--- src/source/fetch_cfg.svh ---
`ifndef FETCH_CFG_SVH
`define FETCH_CFG_SVH

// first pc after reset
// the instruction memory is based here too
`define FETCH_RESET_VEC 64'h8000_0000

// memory depth in 64-bit words
`define FETCH_IMEM_WORDS 256

// cycles from address transfer to rvalid
// must stay at 1 or more
`define FETCH_MEM_LAT 2

// bus address width
`define FETCH_AW 32

`endif

--- src/source/fetch_pkg.sv ---
`include "fetch_cfg.svh"

package fetch_pkg;

   // program counter and raw instruction word
   typedef logic [63:0] pc_t;
   typedef logic [31:0] inst_t;

   // read response codes
   typedef logic [1:0] rresp_t;
   localparam rresp_t RESP_OKAY   = 2'b00;
   localparam rresp_t RESP_SLVERR = 2'b10;

   // read address channel
   typedef struct packed {
      logic                 arvalid;
      logic [`FETCH_AW-1:0] araddr;
   } ar_req_t;

   // read data channel
   // rready is tied high so it has no field
   typedef struct packed {
      logic        rvalid;
      logic [63:0] rdata;
      rresp_t      rresp;
   } r_rsp_t;

   // one fetched instruction
   typedef struct packed {
      logic  valid;
      pc_t   pc;
      inst_t inst;
      logic  fault;
   } fetch_rec_t;

   // memory load strobe
   // addr is a byte address on a 4-byte boundary
   typedef struct packed {
      logic                 valid;
      logic [`FETCH_AW-1:0] addr;
      logic [31:0]          data;
   } load_t;

   // fetch unit states
   typedef enum logic [1:0] {
      IFU_IDLE,
      IFU_REQ,
      IFU_WAIT,
      IFU_HALT
   } ifu_state_t;

endpackage

--- src/source/next_pc.sv ---
module next_pc
   import fetch_pkg::*;
(
   input  pc_t   pc,
   input  inst_t inst,
   output pc_t   dnpc
);

   // jal major opcode
   localparam logic [6:0] OP_JAL = 7'b1101111;

   // sequential step in bytes
   localparam pc_t STEP_SEQ = 64'd4;

   logic        is_jal;
   logic        sign;
   logic [7:0]  imm_19_12;
   logic        imm_11;
   logic [9:0]  imm_10_1;
   pc_t         imm_j;
   pc_t         step;

   assign is_jal = (inst[6:0] == OP_JAL);

   // j-type immediate fields
   // bit 0 is always zero
   assign sign      = inst[31];
   assign imm_19_12 = inst[19:12];
   assign imm_11    = inst[20];
   assign imm_10_1  = inst[30:21];

   // sign-extend from bit 20
   assign imm_j = {
      {43{sign}},
      sign,
      imm_19_12,
      imm_11,
      imm_10_1,
      1'b0
   };

   // jump offset or plain step
   assign step = is_jal ? imm_j : STEP_SEQ;

   // wraps at 64 bits
   assign dnpc = pc + step;

endmodule

--- config.mk ---
export PLATFORM = sky130hd
export DESIGN_NAME = next_pc
export DESIGN_NICKNAME = d
export VERILOG_FILES = /design/src/source/fetch_pkg.sv /design/src/source/next_pc.sv
export VERILOG_INCLUDE_DIRS = /design/src /design/src/source
export SDC_FILE = /design/constraint.sdc
export NUM_CORES = 1
export LEC_CHECK = 0
export BUFFER_PORTS_ARGS = -buffer_cell sky130_fd_sc_hd__buf_2
export CAP_MARGIN = 20
export CORE_AREA = 5 5 121 123
export DETAILED_ROUTE_END_ITERATION = 10
export DIE_AREA = 0 0 126 128
export PLACE_DENSITY = 0.66
export SYNTH_ARGS = -nofsm -noshare
export SYNTH_HDL_FRONTEND = slang
export SYNTH_SLANG_ARGS = --single-unit
--- constraint.sdc ---
create_clock -name vclk -period 7.2
set_input_delay 0.72 -clock vclk [all_inputs]
set_output_delay 0.72 -clock vclk [all_outputs]
set_load 0.05 [all_outputs]
# After elaboration in Yosys (flattened, before gate mapping)

Index checks and enable logic that the tools add are counted.

Logic and storage cells: 3
Bits of input ports: 96
Output and inout bits: 64
Register bits after elaboration: 0

Add/subtract/negate cells: 1
Equal/unequal tests: 1
Mux-type cells: 1

Operator list:

| operator             | number |
|---|---|
| $add A64 B64 Y64     | 1 |
| $mux W64             | 1 |
| $eq A7 B7 Y1 const B | 1 |

# Logic depth before layout (Yosys ltp)

Word-level depth: 3
Depth in mapped cells: 16
Gate-level depth less buffers: 14

# Worst setup path before layout

OpenSTA, ideal clock, no wires.

Path type: input port to output port
Start: input inst[4]
End: output dnpc[51]
Stages on the path: 16
Arrival time: 4.748 ns
Data required time: 6.480 ns
Path buffers: 2
Setup slack: 1.732 ns
Cells stage by stage: nand4b_1 -> buf_1 -> nor2_1 -> clkbuf_1 -> and2_1 -> ha_1 -> inv_1 -> fa_1 -> nand2b_1 -> a21oi_1 -> o211ai_1 -> a311oi_1 -> nor2_1 -> or4_1 -> o41ai_1 -> xor2_1

Word-level cells in the longest chain between the ends: 3

RTL lines:

| element          | line          | RTL |
|---|---|---|
| start, declared  | next_pc.sv:5  | `input inst_t inst,` |
| $eq A7 B7 Y1     | next_pc.sv:23 | `assign is_jal = (inst[6:0] == OP_JAL);` |
| $mux W64         | next_pc.sv:43 | `assign step = is_jal ? imm_j : STEP_SEQ;` |
| $add A64 B64 Y64 | next_pc.sv:46 | `assign dnpc = pc + step;` |
| end, declared    | next_pc.sv:6  | `output pc_t dnpc` |

Every way passes these cells.

# Final worst setup path

Ends and elaborated chain as after synthesis.

==> run metrics <==
Die H 128 um; IO Pins 160; commonest non-fill, non-tap cell in the layout buf_2; vias post-DR 5330; Remaining DRCs 0; crit-path max FO 18; initial antenna violation count 1; path type of the worst min-delay path input pin to output pin; vias in the first global route 4814; Seq cells 0; power consumption 226 uW; DP HPWL 12800 um; clkbuf count 0; wire per inst 16.7 um; Max-slew headroom 23.4%; wirelength, routed 15500 um; Tot GR Track Use 17.6%; Setup crit end kind output pin; post-layout net count just under 900; Least-Margin Pin Slew 1140 ps; Initial DRC Count 484; fin. max-slew vios 0; RSZ-0062 raised after global routing false; Vias per Instance 5.74; placed cells 927; Die X 126 um; FF+latch area 0 um^2; hold buffer count at CTS 0; post-synthesis sequential area ratio 0%; most frequent cells in the layout buf_2, nand2_1, nor2_1, a21oi_1, xnor2_1; ratio of cells with drive above 1 in the final layout approximately 25%; first-pass GRT wire length 24300 um; WS Path Type input pin to output pin; post_cts resized 0; Post-Synthesis Net Count 758; # setup viols final 0; port bufs 153; Gate Count Post-Synth 642; library cells used by synthesis between 80 and 90; CP Launch Type input pin; core area 13600 um^2; outcome completed; Die ar. ~16000 um^2; final setup TNS 0 ps; Post-Synthesis Cell Area 4190 um^2; DRT antenna net count 0; yosys warns 0; final clock period utilization by the worst path 77.8%; Site Rows 43; post-route insts no fill a little over 900; CP required 6480 ps; Avg Synthesized Cell Area about 6.5 um^2; pwr/cell area 46.2 nW/um^2; Syn-to-layout area delta 16.8%; Max-Cap Viols 0; postcts setup bufs 0; f_max 0.179 GHz; TritonRoute pass-1 iters 5; Remaining Overflow, GRT 0; critical path arrival 4880 ps; P_leak 0.00193 uW; Final GP Congestion a little over 0.9; largest net degree at the start of global routing 43; Worst IR Drop VDD 0.0267 mV; min Tclk post-route 5600 ps; Final Hold Fails 0; Initial Util 30.9%
cells in the mapped netlist (4+ instances only):
library cell	number	area, um^2
buf_2	7	35.0
buf_6	11	124
and2_1	21	131
nand2b_1	4	25.0
nand3_1	25	125
inv_1	11	41.3
o21ai_0	25	125
ha_1	19	238
nor4_1	20	125
nand2_1	64	240
o211ai_1	9	67.6
xnor2_1	41	359
nand4_1	27	169
xor2_1	26	228
nor3_1	21	105
a21o_1	4	30.0
a31oi_1	11	68.8
a21oi_1	51	255
and3_1	14	87.6
mux2i_1	20	200
clkbuf_1	26	97.6
a211oi_1	5	37.5
or4_1	8	60.1
nor2_1	63	236
or3_1	9	56.3
where the power goes:
part	switching [uW]	internal, uW
sequential	0	0
combinational	162	63.8
clock	0	0.0000186
total	162	63.8
stage by stage:
| step | util [%] | hold slack (ps) | instance area (um^2) | setup slack (ps) |
|---|---|---|---|---|
| 2_1_floorplan | - | 1610 | 4190 | 1730 |
| 5_1_grt | 36.1 | 1440 | 4900 | 1440 |
| 3_3_place_gp | 36.1 | 1440 | 4890 | 1620 |
| 4_1_cts | 36.1 | 1440 | 4890 | 1590 |
| 6_report | 36.1 | 1440 | 4900 | 1600 |
| 3_5_place_dp | 36.1 | 1440 | 4890 | 1590 |
area by class of cell:
class                      instances  area (um^2)
timing repair buffer             158          803
fill                            1560         8660
inverter                          11         41.3
tap                              180          225
multi-input combinational        578         3820
antenna                            1         2.50
routing by layer:
metal	GRT usage (%)	part of all wire, %
met1	24.7	45
met5	0	0
met3	1.29	7.3
met2	29.3	45
met4	4.10	2.7
worst max-delay path, stage by stage:
cell      delay, ps
buf_2           100
nand4b_1        150
buf_4           210
nor2_1          110
buf_4           200
and2_1          140
ha_1            160
inv_1            50
fa_1            390
nand2b_1        180
a21oi_1         210
o211ai_1        180
a311oi_1        590
nor2_1          320
or4_1           560
o41ai_1          90
xor2_1          210
buf_2           290
cells by family after synthesis:
logic type | synth area share (%)
compound gates | 24.9
xor+xnor | 14.0
fa+ha+maj | 6.39
buf+inv | 8.89
mux | 5.58
simple gates | 40.3
worst paths after layout:
path	from	endpoint	slack (ps)	depth (start not counted)
worst max-delay path	inst[4]	dnpc[51]	1600	18
worst min-delay path	pc[0]	dnpc[0]	1440	0
Note: power is estimated with default switching activity, not from simulation.
