### config.mk
export PLATFORM = sky130hd
export DESIGN_NAME = ifu
export DESIGN_NICKNAME = d
export VERILOG_FILES = /design/src/source/fetch_pkg.sv /design/src/source/ifu.sv
export VERILOG_INCLUDE_DIRS = /design/src /design/src/source
export SDC_FILE = /design/constraint.sdc
export NUM_CORES = 1
export LEC_CHECK = 0
export BUFFER_PORTS_ARGS = -buffer_cell sky130_fd_sc_hd__buf_2
export CORE_MARGIN = 2
export CORE_UTILIZATION = 40
export DETAILED_ROUTE_END_ITERATION = 8
export MAX_ROUTING_LAYER = met4
export PLACE_DENSITY = 0.76
export SYNTH_ARGS = -nofsm -noshare
export SYNTH_HDL_FRONTEND = slang
export SYNTH_SLANG_ARGS = --single-unit
### constraint.sdc
create_clock -name clk -period 6.75 [get_ports clk]
set_input_delay 1.0125 -clock clk [delete_from_list [all_inputs] [get_ports clk]]
set_output_delay 1.0125 -clock clk [all_outputs]
set_load 0.05 [all_outputs]
### src/source/fetch_cfg.svh
`ifndef FETCH_CFG_SVH
`define FETCH_CFG_SVH

// first pc after reset
// the instruction memory is based here too
`define FETCH_RESET_VEC 64'h8000_0000

// memory depth in 64-bit words
`define FETCH_IMEM_WORDS 256

// cycles from address transfer to rvalid
// must stay at 1 or more
`define FETCH_MEM_LAT 2

// bus address width
`define FETCH_AW 32

`endif

### src/source/fetch_pkg.sv
`include "fetch_cfg.svh"

package fetch_pkg;

   // program counter and raw instruction word
   typedef logic [63:0] pc_t;
   typedef logic [31:0] inst_t;

   // read response codes
   typedef logic [1:0] rresp_t;
   localparam rresp_t RESP_OKAY   = 2'b00;
   localparam rresp_t RESP_SLVERR = 2'b10;

   // read address channel
   typedef struct packed {
      logic                 arvalid;
      logic [`FETCH_AW-1:0] araddr;
   } ar_req_t;

   // read data channel
   // rready is tied high so it has no field
   typedef struct packed {
      logic        rvalid;
      logic [63:0] rdata;
      rresp_t      rresp;
   } r_rsp_t;

   // one fetched instruction
   typedef struct packed {
      logic  valid;
      pc_t   pc;
      inst_t inst;
      logic  fault;
   } fetch_rec_t;

   // memory load strobe
   // addr is a byte address on a 4-byte boundary
   typedef struct packed {
      logic                 valid;
      logic [`FETCH_AW-1:0] addr;
      logic [31:0]          data;
   } load_t;

   // fetch unit states
   typedef enum logic [1:0] {
      IFU_IDLE,
      IFU_REQ,
      IFU_WAIT,
      IFU_HALT
   } ifu_state_t;

endpackage

### src/source/ifu.sv
`include "fetch_cfg.svh"

module ifu
   import fetch_pkg::*;
(
   input  logic       clk,
   input  logic       rst_n,
   input  logic       hold,
   output ar_req_t    ar,
   input  logic       arready,
   input  r_rsp_t     r,
   input  pc_t        dnpc,
   output fetch_rec_t fetch_rec
);

   localparam int AW = `FETCH_AW;

   ifu_state_t state;

   // pc of the fetch in flight or next to go
   pc_t pc;

   // request register
   logic          arvalid_q;
   logic [AW-1:0] araddr_q;

   // record register
   logic  rec_valid_q;
   pc_t   rec_pc_q;
   inst_t rec_inst_q;
   logic  rec_fault_q;

   // dnpc only means something while the record is out
   pc_t   fetch_pc;
   logic  resp_err;
   inst_t inst_sel;
   logic  issue;
   logic  resp_done;

   assign fetch_pc  = rec_valid_q ? dnpc : pc;
   assign resp_err  = (r.rresp != RESP_OKAY);
   assign issue     = (state == IFU_IDLE) && !hold;
   assign resp_done = (state == IFU_WAIT) && r.rvalid;

   // upper half for addresses with bit 2 set
   // error responses deliver zero
   assign inst_sel = resp_err ? '0 :
                     (araddr_q[2] ? r.rdata[63:32] : r.rdata[31:0]);

   always_ff @(posedge clk) begin
      if (!rst_n) begin
         state       <= IFU_IDLE;
         pc          <= `FETCH_RESET_VEC;
         arvalid_q   <= 1'b0;
         rec_valid_q <= 1'b0;
      end else begin
         // record is a one-cycle strobe
         rec_valid_q <= 1'b0;
         // step the pc at the end of the record cycle
         if (rec_valid_q) begin
            pc <= dnpc;
         end
         case (state)
            IFU_IDLE: begin
               // hold only blocks new requests
               if (!hold) begin
                  arvalid_q <= 1'b1;
                  state     <= IFU_REQ;
               end
            end
            IFU_REQ: begin
               // arvalid stays up until the transfer
               if (arready) begin
                  arvalid_q <= 1'b0;
                  state     <= IFU_WAIT;
               end
            end
            IFU_WAIT: begin
               if (r.rvalid) begin
                  rec_valid_q <= 1'b1;
                  state       <= resp_err ? IFU_HALT : IFU_IDLE;
               end
            end
            IFU_HALT: begin
               // stuck here until reset
               state <= IFU_HALT;
            end
            default: begin
               state <= IFU_IDLE;
            end
         endcase
      end
   end

   // payload side
   always_ff @(posedge clk) begin
      if (issue) begin
         araddr_q <= fetch_pc[AW-1:0];
      end
      if (resp_done) begin
         rec_pc_q    <= pc;
         rec_inst_q  <= inst_sel;
         rec_fault_q <= resp_err;
      end
   end

   assign ar = '{arvalid: arvalid_q, araddr: araddr_q};

   assign fetch_rec = '{
      valid: rec_valid_q,
      pc:    rec_pc_q,
      inst:  rec_inst_q,
      fault: rec_fault_q
   };

endmodule

After elaboration in Yosys (flattened, before gate mapping)
Cells that the tools add are included.
W data, S select, Z words.
Storage, ports and cells
  input port bits: 135
  memory bits (writable): 0
  memories kept: 0
  memory bits (read-only): 0
  bits in registers: 197
  logic and storage cells: 35
  latch bits: 0
Cells by class
  shift-type cells: 0
  multiply operators: 0
  bitwise logic cells: 0
  divide/modulo/power cells: 0
  equal/unequal tests: 6
  reduce and logical (&&, ||, !) cells: 9
  $add $sub $neg: 0
  $lt $le $gt $ge: 0
  mux-type cells: 11
Operator list (count)
  $mux W32: 2
  $mux W2: 4
  $pmux W2 S4: 1
  $ne A2 B2 Y1 const B: 3
  $reduce_and A3 Y1: 2
  $eq A2 B2 Y1 const B: 2
  $reduce_bool A2 Y1: 2
  $mux W1: 3
  $eq A2 B1 Y1 const B: 1
  $logic_and A1 B1 Y1: 2
  $logic_not A2 Y1: 1
  $pmux W1 S2: 1
  $reduce_and A2 Y1: 1
  $logic_not A1 Y1: 1

Longest topological paths before layout
  word-level depth: 4
  gate-level depth with buffers: 5

Worst setup path before layout
Ideal clock, no wire load.
  path kind: in2reg
  start point: input r[66] in the netlist's numbering
  end point: register rec_fault_q, enable pin
  setup slack: 1081 ps
  data arrival time: 5116 ps
  path buffers: 0
  required time: 6197 ps
  stages on the path: 2
  cells stage by stage: nand2_1 > nor2_1
Between the ends
  cells in the longest elaborated chain, start to end: 1
Ends and longest elaborated chain
  start: declaration: line ifu.sv:11  | input r_rsp_t r,
  $logic_and A1 B1 Y1: line ifu.sv:43  | assign resp_done = (state == IFU_WAIT) && r.rvalid;
  net resp_done: line ifu.sv:38  | logic resp_done;
  end signal: assignment: line ifu.sv:103  | rec_fault_q <= resp_err;
  end: declaration: line ifu.sv:31  | logic rec_fault_q;
The timed path passes the listed nets, and every way through them passes these cells.
A chain may end at the register's enable or synchronous reset.

Worst setup path in the final report
  start point: input rst_n
  end point: register pc[31]
RTL lines
  start: declaration: line ifu.sv:7  | input logic rst_n,
  end signal: assignment: line ifu.sv:53  | pc <= `FETCH_RESET_VEC;
  end signal: assignment: line ifu.sv:61  | pc <= dnpc;
  end: declaration: line ifu.sv:21  | pc_t pc;
No word-level cell between the ends.

==> flow_metrics.env <==
export IMPL_run_status="completed"
export IMPL_rsz0062_at_grt="no"
export IMPL_syn_nets=564
export IMPL_cts_tree="built"
export IMPL_die_h_um=137
export IMPL_grt_max_degree=56
export IMPL_worst_ep_arrival_time_ns=3.09
export IMPL_combPwrFrac_pct=8.1
export IMPL_vias_per_cell=4.59
export IMPL_maxCapViolCount=0
export IMPL_grt_pass1_wl_um=21900
export IMPL_pwr_share_seq_pct=50.7
export IMPL_swShare_pct=24.0
export IMPL_post_route_min_period_ns=2.77
export IMPL_grt_overflow=0
export IMPL_pwr_share_clk_pct=41.2
export IMPL_synth_ff_latch_count=197
export IMPL_synth_adder_area_share_pct=0
export IMPL_htree_levels=4
export IMPL_via_count=4274
export IMPL_synth_area_mm2=0.00707
export IMPL_ir_worst_vdd_v=0.000192
export IMPL_maxSlewViolCount=0
export IMPL_firstDrtPassIters=4
export IMPL_grt_antenna_before_repair=1
export IMPL_synth_top_family_by_area="multiplexers"
export IMPL_track_usage_pct=16.2
export IMPL_io_buffers=265
export IMPL_max_clock_path_buffers=2
export IMPL_crit_type="in -> reg"
export IMPL_cp_slowest_cell="clkinv_1"
export IMPL_fp_coreArea_mm2=0.0173
export IMPL_min_from="pc[59]$_SDFFE_PN0P_"
export IMPL_hp_class="reg -> reg"
export IMPL_yosysWarnings=0
export IMPL_start_util_pct=40.9
export IMPL_cts_repair_resized=0
export IMPL_worstReg2RegStart="state[1]$_SDFFE_PN0P_"
export IMPL_crit_fanout=35
export IMPL_path_delay_family="buffers and inverters"
export IMPL_grt_pass1_vias=4246
export IMPL_fmax_mhz=360
export IMPL_hold_viol=0
export IMPL_rows=48
export IMPL_yosys_area_share_simple_pct=7.08
export IMPL_cts_root_buf="clkbuf_16"
export IMPL_io_pins=266
export IMPL_drc=0
export IMPL_min_period_over_period_pct=41.1
export IMPL_insertion_delay_ns=0.43
export IMPL_drt_wirelength_per_cell_um=16.2
export IMPL_post_cts_setup_buffers=0
export IMPL_holdWs_ns=0.431
export IMPL_worst_pin_slew_ns=1.03
export IMPL_final_nets=828
export IMPL_p_leak_nw=3.96
export IMPL_clock_sinks=197
export IMPL_clk_pin_slew_ns=0.08
export IMPL_power_density_mw_per_mm2=284
export IMPL_yosysSeqAreaShare_pct=74.1
export IMPL_switching_power_mw=0.625
export IMPL_synth_xor_area_share_pct=0
export IMPL_rrSetupSlack_ns=4.46
export IMPL_critPathLaunchType="primary input"
export IMPL_die_area_mm2=0.0188
export IMPL_final_cell_mix="265 x buf_2, 129 x edfxtp_1, 67 x dfxtp_1"
export IMPL_drive_above_1_share_pct=48.3
export IMPL_synth_cell_types=24
export IMPL_min_to="rec_pc_q[59]$_DFFE_PP_"
export IMPL_gp_congestion=0.723
export IMPL_crit_buf_inv=2
export IMPL_crit_required_ns=7.06
export IMPL_internal_power_mw=1.98
export IMPL_drt_initial_drc_count=153
export IMPL_synth_compound_area_share_pct=0.513
export IMPL_synthMuxAreaShare_pct=15.5
export IMPL_r2r_cells=4
export IMPL_skew_ns=0.00859
export IMPL_slew_headroom_pct=30.7
export IMPL_slowest_delay_ns=0.99
export IMPL_syn_avg_cell_area_um2=16.5
export IMPL_cts_buffers=17
export IMPL_fin_setup_tns_ns=0
export IMPL_dp_hpwl_um=10200
export IMPL_wl_um=15100
export IMPL_nFillCells=1439
export IMPL_antenna_left=0
export IMPL_path_cells="buf_2 -> clkinv_1 -> or2_2"
export IMPL_cp_end_kind="flop"
export IMPL_cts_hold_buf=0
export IMPL_die_x_um=137
export IMPL_area_growth_pct=29.8
export IMPL_synthesis_instances=429
export IMPL_finalSetupViolations=0
export IMPL_hold_depth=0
export IMPL_worstReg2RegEnd="rec_pc_q[60]$_DFFE_PP_"
export IMPL_final_common_cell="buf_2"
==> how the worst max path moves through the flow <==
stage / start / slack [ns] / endpoint / depth (start not counted)
finish: rst_n / 3.98 / pc[31]$_SDFF_PN1_ / 3
global route: rst_n / 3.75 / pc[31]$_SDFF_PN1_ / 3
CTS: rst_n / 3.91 / pc[31]$_SDFF_PN1_ / 3
detailed placement: rst_n / 3.44 / pc[31]$_SDFF_PN1_ / 3
global placement: rst_n / 3.49 / pc[31]$_SDFF_PN1_ / 3
floorplan: r[66] / 1.08 / rec_fault_q$_DFFE_PP_ / 2
==> kinds of logic after synthesis <==
family / count (synthesis)
compound gates: 4
flops: 197
mux: 96
simple gates: 106
buf+inv: 26
==> flip-flops by register name, indices dropped and copies added (netlist names) <==
register	count
state	2
pc	64
rec_pc_q	64
rec_inst_q	32
rec_valid_q	1
rec_fault_q	1
araddr_q	32
arvalid_q	1
==> cells in the mapped netlist <==
cell type | n | area, um2
buf_6 | 4 | 45.0
o311a_1 | 1 | 10.0
clkinv_1 | 1 | 3.75
buf_4 | 4 | 30.0
dfxtp_1 | 68 | 1360
nand2b_1 | 1 | 6.26
nand3b_1 | 1 | 7.51
buf_12 | 3 | 60.1
or2_2 | 2 | 12.5
o2111a_1 | 1 | 11.3
nand2_1 | 1 | 3.75
and2_4 | 2 | 17.5
mux2_4 | 26 | 390
mux2i_1 | 64 | 641
nor4b_1 | 1 | 8.76
and2_1 | 29 | 181
nor3_1 | 3 | 15.0
mux2_2 | 6 | 67.6
edfxtp_1 | 129 | 3870
clkbuf_1 | 8 | 30.0
nor2_1 | 66 | 248
a21oi_1 | 1 | 5.00
o211a_1 | 1 | 10.0
buf_2 | 6 | 30.0
==> worst register-to-register path, delay by kind of cell (launching register included) <==
kind                   cells  cell delay (ns)
buffers and inverters      2             1.21
and+or+nand+nor            2             0.23
DFF                        1             0.43
==> layout make-up <==
class	count	area (um2)	area share, %
timing repair buffer	270	1360	14.9
clock buffer	17	425	4.64
clock inverter	15	210	2.29
antenna	1	2.50	0.0273
multi-input combinational	206	1650	18.0
sequential	197	5240	57.1
inverter	1	3.75	0.0409
tap	225	282	3.07
==> metrics by stage <==
step | utilization, % | total power, mW | cells | setup WS (ns) | cell area (um2)
2_1_floorplan | - | 1.49 | 429 | 1.08 | 7070
3_3_place_gp | 49.3 | 1.56 | 899 | 3.49 | 8540
3_5_place_dp | 49.3 | 1.56 | 899 | 3.44 | 8540
4_1_cts | 53.0 | 2.63 | 931 | 3.91 | 9170
5_1_grt | 53.0 | 2.70 | 932 | 3.75 | 9170
6_report | 53.0 | 2.60 | 932 | 3.98 | 9170
==> per-layer routing <==
layer / track usage, % / part of all wire (%)
met5: - / 0
met4: 5.73 / 1.4
met3: 5.33 / 8.5
met2: 26.9 / 49
met1: 18.3 / 41
==> power groups by stage <==
stage	combinational (mW)	clock, mW	sequential, mW
finish	0.212	1.07	1.32
global placement	0.212	0	1.35
CTS	0.215	1.10	1.32
floorplan	0.0690	0	1.42
detailed placement	0.214	0	1.35
global route	0.227	1.15	1.32
No activity file was read; power rests on OpenSTA's default activity.
